`config.mk`:
```
export PLATFORM = sky130hd
export DESIGN_NAME = load_unit
export DESIGN_NICKNAME = d
export VERILOG_FILES = /design/src/load_pkg.sv /design/src/mshr_if.sv /design/src/psel_gen.sv /design/src/load_buffer.sv /design/src/miss_handler.sv /design/src/cdb_select.sv /design/src/load_unit.sv
export SDC_FILE = /design/constraint.sdc
export NUM_CORES = 1
export LEC_CHECK = 0
export BUFFER_PORTS_ARGS = -buffer_cell sky130_fd_sc_hd__buf_2
export CORE_MARGIN = 2
export CORE_UTILIZATION = 35
export DETAILED_ROUTE_END_ITERATION = 10
export SETUP_SLACK_MARGIN = 0.1
export SLEW_MARGIN = 20
export SYNTH_ARGS = -nofsm -noshare
export SYNTH_HDL_FRONTEND = slang
export SYNTH_SLANG_ARGS = --single-unit
```
`constraint.sdc`:
```
create_clock -name clock -period 2.95 [get_ports clock]
set_input_delay 0.59 -clock clock [delete_from_list [all_inputs] [get_ports clock]]
set_output_delay 0.59 -clock clock [all_outputs]
set_load 0.01 [all_outputs]
```
`src/load_pkg.sv`:
```
`default_nettype none

package load_pkg;

    localparam int LOAD_BUFFER_SZ = 4;     // Load slots
    localparam int MSHR_COUNT     = 2;     // Outstanding line misses

    typedef logic [5:0]                      tag_t;        // Physical register tag
    typedef logic [$clog2(MSHR_COUNT)-1:0]   mshr_idx_t;
    typedef logic [31:0]                     data_t;
    typedef data_t [1:0]                     line_t;       // Word 0 at the lower address
    typedef logic [28:0]                     line_addr_t;

    // Bit 2 selects unsigned, bits 1:0 give the access size
    typedef logic [2:0] load_func_t;

    localparam load_func_t FUNC_LB  = 3'b000;
    localparam load_func_t FUNC_LH  = 3'b001;
    localparam load_func_t FUNC_LW  = 3'b010;
    localparam load_func_t FUNC_LBU = 3'b100;
    localparam load_func_t FUNC_LHU = 3'b101;

    typedef enum logic [1:0] {
        BYTE = 2'h0,
        HALF = 2'h1,
        WORD = 2'h2
    } mem_size_e;

    typedef struct packed {
        line_addr_t line_addr;
        logic       w_idx;      // Word within the line
        logic [1:0] offset;     // Byte within the word
    } load_addr_s;

    typedef union packed {
        logic [31:0] flat;
        load_addr_s  f;
    } load_addr_u;

    typedef struct packed {
        load_addr_u addr;
        load_func_t func;
        tag_t       tag;
        mshr_idx_t  mshr_idx;
        logic [3:0] byte_mask;  // Bytes still waiting for the fill
        data_t      data;
    } load_slot_t;

endpackage

`default_nettype wire

```
`src/mshr_if.sv`:
```
`timescale 1ns/1ps
`default_nettype none

interface mshr_if import load_pkg::*; ();

    logic       req_valid;
    line_addr_t req_line;
    logic       req_ready;    // Free MSHR or mergeable line
    mshr_idx_t  req_idx;      // Allocated or merged index
    logic       fill_valid;   // One-cycle line broadcast
    mshr_idx_t  fill_idx;
    line_t      fill_line;

    modport buffer (
        output req_valid, req_line,
        input  req_ready, req_idx, fill_valid, fill_idx, fill_line
    );

    modport handler (
        input  req_valid, req_line,
        output req_ready, req_idx, fill_valid, fill_idx, fill_line
    );

endinterface

`default_nettype wire

```
`src/psel_gen.sv`:
```
`timescale 1ns/1ps
`default_nettype none

// Fixed priority select, bit 0 wins
module psel_gen #(
    parameter int WIDTH = 4
) (
    input  logic [WIDTH-1:0] req,
    output logic [WIDTH-1:0] gnt
);

    logic found;

    always_comb begin
        gnt   = '0;
        found = 1'b0;
        for (int i = 0; i < WIDTH; i++) begin
            if (req[i] && !found) begin
                gnt[i] = 1'b1;
                found  = 1'b1;
            end
        end
    end

endmodule

`default_nettype wire

```
`src/load_buffer.sv`:
```
`timescale 1ns/1ps
`default_nettype none

module load_buffer import load_pkg::*; (
    input  logic                          clock,
    input  logic                          reset,
    input  logic                          dispatch_valid,
    input  load_addr_u                    dispatch_addr,
    input  load_func_t                    dispatch_func,
    input  tag_t                          dispatch_tag,
    output logic                          dispatch_ready,
    mshr_if.buffer                        mshr,
    output logic  [LOAD_BUFFER_SZ-1:0]    cdb_req,
    input  logic  [LOAD_BUFFER_SZ-1:0]    cdb_gnt,
    output data_t [LOAD_BUFFER_SZ-1:0]    slot_value,
    output tag_t  [LOAD_BUFFER_SZ-1:0]    slot_tag
);

    logic [LOAD_BUFFER_SZ-1:0]       slot_valid;
    logic [LOAD_BUFFER_SZ-1:0]       free_pick;     // One-hot free slot
    logic [LOAD_BUFFER_SZ-1:0]       new_load;
    logic                            slot_free;
    load_slot_t [LOAD_BUFFER_SZ-1:0] slots;
    load_slot_t [LOAD_BUFFER_SZ-1:0] next_slots;

    // Bytes of the word touched by the access
    function automatic logic [3:0] byte_mask_of(input load_func_t func,
                                                input logic [1:0] offset);
        case (mem_size_e'(func[1:0]))
            BYTE:    byte_mask_of = 4'b0001 << offset;
            HALF:    byte_mask_of = 4'b0011 << offset;
            default: byte_mask_of = 4'b1111;
        endcase
    endfunction

    function automatic data_t extend(input data_t raw, input logic [1:0] offset,
                                     input load_func_t func);
        data_t shifted;
        shifted = raw >> {offset, 3'b000};
        case (mem_size_e'(func[1:0]))
            BYTE:    extend = func[2] ? {24'b0, shifted[7:0]}
                                      : {{24{shifted[7]}}, shifted[7:0]};
            HALF:    extend = func[2] ? {16'b0, shifted[15:0]}
                                      : {{16{shifted[15]}}, shifted[15:0]};
            default: extend = shifted;
        endcase
    endfunction

    psel_gen #(
        .WIDTH(LOAD_BUFFER_SZ)
    ) free_picker (
        .req(~slot_valid),
        .gnt(free_pick)
    );

    assign slot_free      = |free_pick;
    assign mshr.req_valid = dispatch_valid && slot_free;
    assign mshr.req_line  = dispatch_addr.f.line_addr;
    assign dispatch_ready = slot_free && mshr.req_ready;
    assign new_load       = (dispatch_valid && dispatch_ready) ? free_pick : '0;

    always_comb begin
        next_slots = slots;
        for (int i = 0; i < LOAD_BUFFER_SZ; i++) begin
            if (new_load[i]) begin
                next_slots[i].addr      = dispatch_addr;
                next_slots[i].func      = dispatch_func;
                next_slots[i].tag       = dispatch_tag;
                next_slots[i].mshr_idx  = mshr.req_idx;
                next_slots[i].byte_mask = byte_mask_of(dispatch_func, dispatch_addr.f.offset);
                next_slots[i].data      = '0;
            end else if (slot_valid[i] && mshr.fill_valid
                         && slots[i].mshr_idx == mshr.fill_idx) begin
                // Take only the bytes still missing from the addressed word
                for (int j = 0; j < 4; j++) begin
                    if (slots[i].byte_mask[j]) begin
                        next_slots[i].data[8*j +: 8] =
                            mshr.fill_line[slots[i].addr.f.w_idx][8*j +: 8];
                        next_slots[i].byte_mask[j]   = 1'b0;
                    end
                end
            end
        end
    end

    always_comb begin
        for (int i = 0; i < LOAD_BUFFER_SZ; i++) begin
            cdb_req[i]    = slot_valid[i] && (slots[i].byte_mask == 4'b0000);
            slot_value[i] = extend(slots[i].data, slots[i].addr.f.offset, slots[i].func);
            slot_tag[i]   = slots[i].tag;
        end
    end

    always_ff @(posedge clock) begin
        if (reset) begin
            slot_valid <= '0;
        end else begin
            slot_valid <= (slot_valid & ~cdb_gnt) | new_load;   // Free on grant
        end
    end

    always_ff @(posedge clock) begin
        slots <= next_slots;
    end

endmodule

`default_nettype wire

```
`src/miss_handler.sv`:
```
`timescale 1ns/1ps
`default_nettype none

module miss_handler import load_pkg::*; (
    input  logic        clock,
    input  logic        reset,
    mshr_if.handler     mshr,
    output logic        wb_cyc,
    output logic        wb_stb,
    output logic        wb_we,
    output logic [31:0] wb_adr,
    input  data_t       wb_dat_i,
    input  logic        wb_ack
);

    typedef enum logic [1:0] {IDLE, WORD0, GAP, WORD1} seq_state_e;

    seq_state_e                  state;
    logic       [MSHR_COUNT-1:0] mshr_valid;
    line_addr_t [MSHR_COUNT-1:0] mshr_line;
    logic       [MSHR_COUNT-1:0] merge_hit;
    mshr_idx_t                   head;       // Oldest pending, served next
    mshr_idx_t                   tail;       // Next to allocate
    logic                        alloc;
    line_t                       line_buf;
    load_addr_u                  bus_addr;

    // Entries allocate and free in ring order
    function automatic mshr_idx_t next_idx(input mshr_idx_t idx);
        if (idx == mshr_idx_t'(MSHR_COUNT - 1)) begin
            next_idx = '0;
        end else begin
            next_idx = idx + mshr_idx_t'(1);
        end
    endfunction

    always_comb begin
        mshr.req_idx = tail;
        for (int i = 0; i < MSHR_COUNT; i++) begin
            // A line filling this cycle cannot take new loads
            merge_hit[i] = mshr_valid[i] && (mshr_line[i] == mshr.req_line)
                           && !(mshr.fill_valid && mshr.fill_idx == mshr_idx_t'(i));
            if (merge_hit[i]) begin
                mshr.req_idx = mshr_idx_t'(i);
            end
        end
    end

    assign mshr.req_ready = (|merge_hit) || !mshr_valid[tail];
    assign alloc          = mshr.req_valid && mshr.req_ready && !(|merge_hit);
    assign mshr.fill_idx  = head;
    assign mshr.fill_line = line_buf;

    always_ff @(posedge clock) begin
        if (reset) begin
            mshr_valid <= '0;
            head       <= '0;
            tail       <= '0;
        end else begin
            if (mshr.fill_valid) begin
                mshr_valid[head] <= 1'b0;
                head             <= next_idx(head);
            end
            if (alloc) begin
                mshr_valid[tail] <= 1'b1;
                tail             <= next_idx(tail);
            end
        end
    end

    always_ff @(posedge clock) begin
        if (alloc) begin
            mshr_line[tail] <= mshr.req_line;
        end
        if (wb_stb && wb_ack) begin
            line_buf[bus_addr.f.w_idx] <= wb_dat_i;
        end
    end

    always_ff @(posedge clock) begin
        if (reset) begin
            state           <= IDLE;
            mshr.fill_valid <= 1'b0;
        end else begin
            mshr.fill_valid <= 1'b0;
            case (state)
                IDLE: begin
                    if (mshr_valid[head] && !mshr.fill_valid) begin   // Head frees on fill
                        state <= WORD0;
                    end
                end
                WORD0: begin
                    if (wb_ack) begin
                        state <= GAP;
                    end
                end
                GAP: state <= WORD1;    // Bus idle between the two reads
                WORD1: begin
                    if (wb_ack) begin
                        state           <= IDLE;
                        mshr.fill_valid <= 1'b1;
                    end
                end
                default: state <= IDLE;
            endcase
        end
    end

    always_comb begin
        bus_addr.f.line_addr = mshr_line[head];
        bus_addr.f.w_idx     = (state == WORD1);
        bus_addr.f.offset    = 2'b00;
    end

    assign wb_adr = bus_addr.flat;
    assign wb_cyc = (state == WORD0) || (state == WORD1);
    assign wb_stb = wb_cyc;
    assign wb_we  = 1'b0;   // Reads only

endmodule

`default_nettype wire

```
`src/cdb_select.sv`:
```
`timescale 1ns/1ps
`default_nettype none

module cdb_select import load_pkg::*; (
    input  logic  [LOAD_BUFFER_SZ-1:0] cdb_req,
    input  data_t [LOAD_BUFFER_SZ-1:0] slot_value,
    input  tag_t  [LOAD_BUFFER_SZ-1:0] slot_tag,
    output logic  [LOAD_BUFFER_SZ-1:0] cdb_gnt,
    output logic                       cdb_valid,
    output tag_t                       cdb_tag,
    output data_t                      cdb_value
);

    psel_gen #(
        .WIDTH(LOAD_BUFFER_SZ)
    ) cdb_arbiter (
        .req(cdb_req),
        .gnt(cdb_gnt)
    );

    assign cdb_valid = |cdb_gnt;

    // One-hot grant, so an AND-OR mux is enough
    always_comb begin
        cdb_tag   = '0;
        cdb_value = '0;
        for (int i = 0; i < LOAD_BUFFER_SZ; i++) begin
            cdb_tag   = cdb_tag   | (slot_tag[i]   & {$bits(tag_t){cdb_gnt[i]}});
            cdb_value = cdb_value | (slot_value[i] & {$bits(data_t){cdb_gnt[i]}});
        end
    end

endmodule

`default_nettype wire

```
`src/load_unit.sv`:
```
`timescale 1ns/1ps
`default_nettype none

module load_unit import load_pkg::*; (
    input  logic        clock,
    input  logic        reset,
    input  logic        dispatch_valid,
    input  logic [31:0] dispatch_addr,
    input  load_func_t  dispatch_func,
    input  tag_t        dispatch_tag,
    output logic        dispatch_ready,
    output logic        wb_cyc,
    output logic        wb_stb,
    output logic        wb_we,
    output logic [31:0] wb_adr,
    input  data_t       wb_dat_i,
    input  logic        wb_ack,
    output logic        cdb_valid,
    output tag_t        cdb_tag,
    output data_t       cdb_value
);

    logic  [LOAD_BUFFER_SZ-1:0] cdb_req;
    logic  [LOAD_BUFFER_SZ-1:0] cdb_gnt;
    data_t [LOAD_BUFFER_SZ-1:0] slot_value;
    tag_t  [LOAD_BUFFER_SZ-1:0] slot_tag;

    mshr_if mshr_bus ();

    load_buffer load_buffer_i (
        .clock          (clock),
        .reset          (reset),
        .dispatch_valid (dispatch_valid),
        .dispatch_addr  (dispatch_addr),
        .dispatch_func  (dispatch_func),
        .dispatch_tag   (dispatch_tag),
        .dispatch_ready (dispatch_ready),
        .mshr           (mshr_bus.buffer),
        .cdb_req        (cdb_req),
        .cdb_gnt        (cdb_gnt),
        .slot_value     (slot_value),
        .slot_tag       (slot_tag)
    );

    miss_handler miss_handler_i (
        .clock    (clock),
        .reset    (reset),
        .mshr     (mshr_bus.handler),
        .wb_cyc   (wb_cyc),
        .wb_stb   (wb_stb),
        .wb_we    (wb_we),
        .wb_adr   (wb_adr),
        .wb_dat_i (wb_dat_i),
        .wb_ack   (wb_ack)
    );

    cdb_select cdb_select_i (
        .cdb_req    (cdb_req),
        .slot_value (slot_value),
        .slot_tag   (slot_tag),
        .cdb_gnt    (cdb_gnt),
        .cdb_valid  (cdb_valid),
        .cdb_tag    (cdb_tag),
        .cdb_value  (cdb_value)
    );

endmodule

`default_nettype wire

```
==> results.yml <==
sta:
  slew_viol_final: 0
  post-route-period-util: 1.12
  slew-limit-headroom: 0.468
  max_freq_mhz: 302
  worst_slack_ns: -0.359
  setup_violations: 39
  rsz0062_at_grt: "yes"
  hold_slack_ns: 0.203
  worst_pin_slew_ns: 0.796
  hold_viol: 0
  finClkSkew_ns: 0.0283
  min_period_ns: 3.31
die:
  io_pins: 152
  die_area_um2: 49500
  die_w_um: 222
  core_area_um2: 47400
  initial_utilization: 0.352
  die_y_um: 222
  rows: 80
critical_path:
  r2r_cells: 9
  arrival_ns: 2.72
  cp_max_fo: 8
  setup.worst_path.class: "register to output pin"
  endpoint: "cdb_value[22]"
  cp.required_ns: 2.36
  startpoint: "load_buffer_i.slots[46]"
  worst-r2r-setup-slack_ns: 0.15
  worstPathCellList: "mux4_2 > mux2i_4 > o31ai_4 > buf_4 > buf_6 > a22oi_1 > nand2_1 > buf_2"
  cp-start-kind: "register"
  cp_slowest_cell: "mux4_2"
  endpoint_kind: "output pin"
  r2r-start: "miss_handler_i.mshr_line[9]"
  r2r-end: "load_buffer_i.slots[126]"
  cpPeakStageDelay_ns: 0.59
clocking:
  clock_latency_ns: 0.58
  cts_hold_buffers: 0
  cts_sinks: 329
  cts.path.max_buffers: 3
  htreeDepth: 2
  cts_root_buf: "clkbuf_16"
  path_clk_slew_ns: 0.06
  numCtsBuffers: 39
  cts_tree: "done"
place:
  gp_congestion: 0.966
  hpwl_um: 42900
  dp_slack_ns: -0.0749
  place_inst: 2405
  port_buffers: 148
synth:
  synth-seq-cells: 329
  avgSynthCellArea_um2: 10.1
  yosysTopAreaCellShare: 0.342
  synth.yosys.seq_area_share: 0.508
  synthArstFlopShare: 0
  synth.cells.most_frequent: "nor2_1, mux2i_1, edfxtp_1"
  synth_cells: 1662
  synth_flop_cell: "edfxtp_1"
  synth_edf_count: 190
  yosys.cell_count.top_type: "nor2_1"
  yosys_warnings: 0
  synthesis.area_um2: 16700
  ys_types: 57
  ys_top_cells_by_area: "edfxtp_1, dfxtp_1, mux2i_1, nor2_1, a21oi_1"
  synth_largest_area_cell: "edfxtp_1"
outcome:
  status: "complete, but fails checks"
  violations: "negative setup slack"
global_routing:
  grt_pass1_wl_um: 86200
  first_global_vias: 13500
  grt_overflow: 0
  grt_max_degree: 33
  antenna_found_initial: 5
  grt.total_usage: 0.232
cells_and_area:
  syn_to_final_growth_pct: 25.1
  final_nets: 1949
  layout-drive-gt1-share: 0.261
  post_layout_nonfiller_instances: 2515
  fin_util: 0.440
drt:
  viasPerCell: 5.48
  ant_nets: 0
  drt_iter0_drc: 1432
  drc: 0
  vias: 13800
  finalWirelength_um: 58500
  wl_per_cell_um: 23.3
  firstDrtPassIters: 8
power_and_ir_drop:
  irDropWorstVdd_v: 0.000556
  power_density_nw_per_um2: 603
  total_leakage_power_nw: 8.28
  p_total_mw: 12.6
min_path:
  min_path_type: "input pin to register"
run:
  maxCapViolCount: 0
## cells by family after synthesis
group	count (synthesis)	synth area share
other	1	0.000224
AO/OA/AOI/OAI	367	0.134
flip-flops	329	0.508
XOR/XNOR	63	0.0330
buffers and inverters	120	0.0327
adder cells (fa/ha/maj)	5	0.00374
AND/OR/NAND/NOR	529	0.135
multiplexers	248	0.153
## power breakdown
group / total (mW) / switching, mW / internal (mW)
clock: 5.05 / 2.08 / 2.97
combinational: 1.69 / 0.985 / 0.706
sequential: 5.85 / 0.488 / 5.36
## sequential cells by signal, indices dropped and copies added, names as in the netlist
name / cells
load_buffer_i.slots: 172
miss_handler_i.mshr.fill_line: 64
miss_handler_i.mshr_line: 58
load_buffer_i.slot_tag: 24
load_buffer_i.slot_valid: 4
miss_handler_i.mshr_valid: 2
miss_handler_i.state: 2
miss_handler_i.mshr.fill_idx: 1
miss_handler_i.mshr.fill_valid: 1
miss_handler_i.tail: 1
## per-layer routing
layer / global-route usage / share of wire
met1: 0.300 / 0.42
met2: 0.393 / 0.48
met3: 0.0335 / 0.062
met4: 0.0903 / 0.039
met5: 0 / 0.00046
## worst min-delay path by stage
stage | startpoint | to | slack (ns) | depth (start not counted)
final | wb_dat_i[20] | miss_handler_i.mshr.fill_line[52] | 0.20 | 1
after detailed placement | load_buffer_i.slots[162] | load_buffer_i.slots[162] | 0.48 | 2
after floorplan | load_buffer_i.slots[156] | load_buffer_i.slots[156] | 0.45 | 2
after global routing | wb_dat_i[19] | miss_handler_i.mshr.fill_line[19] | 0.19 | 1
after global placement | load_buffer_i.slots[81] | load_buffer_i.slots[81] | 0.46 | 2
after CTS | wb_dat_i[19] | miss_handler_i.mshr.fill_line[51] | 0.17 | 1
## worst max-delay path, delay by kind of cell (launching register included)
family                 cells  cell delay [ns]
flip-flops                 1             0.43
AO/OA/AOI/OAI              2             0.28
multiplexers               2             0.79
buffers and inverters      3             0.48
AND/OR/NAND/NOR            1             0.16
## layout by cell type, fill, tap and decap left out, drive strengths merged, types with 7 or more instances in the layout
cell type,n
a211oi,24
a21oi,172
a22oi,51
and2,7
and3,7
buf,272
clkbuf,47
clkinv,14
dfxtp,139
edfxtp,190
inv,10
mux2,44
mux2i,202
nand2,138
nand4,7
nor2,294
nor2b,22
nor3,12
nor4,17
o211ai,22
o21ai,68
or2,7
xnor2,11
xor2,52
## timing repair
action	in CTS	in global routing
cloned	3	1
setup endpoints to repair	39	185
resized for setup	93	46
pin swaps	28	26
buffers inserted	16	17
## final cells by class
type                            count  area (µm²)
Timing Repair Buffer              274        2120
Sequential cell                   329        8490
Fill cell                        4595       26600
Tap cell                          615         769
Antenna cell                        3        7.51
Multi-Input combinational cell   1215        8130
Inverter                            8        35.0
Clock buffer                       47        1070
Clock inverter                     24         279
## through the flow
| stage | area (µm²) | TNS, ns |
|---|---|---|
| 2_1_floorplan | 16700 | 0 |
| 3_3_place_gp | 18600 | -0.0243 |
| 3_5_place_dp | 18600 | -0.193 |
| 4_1_cts | 20500 | -7.42 |
| 5_1_grt | 20900 | -10.58 |
| 6_report | 20900 | -7.43 |
No activity file was read; power rests on OpenSTA's default activity.
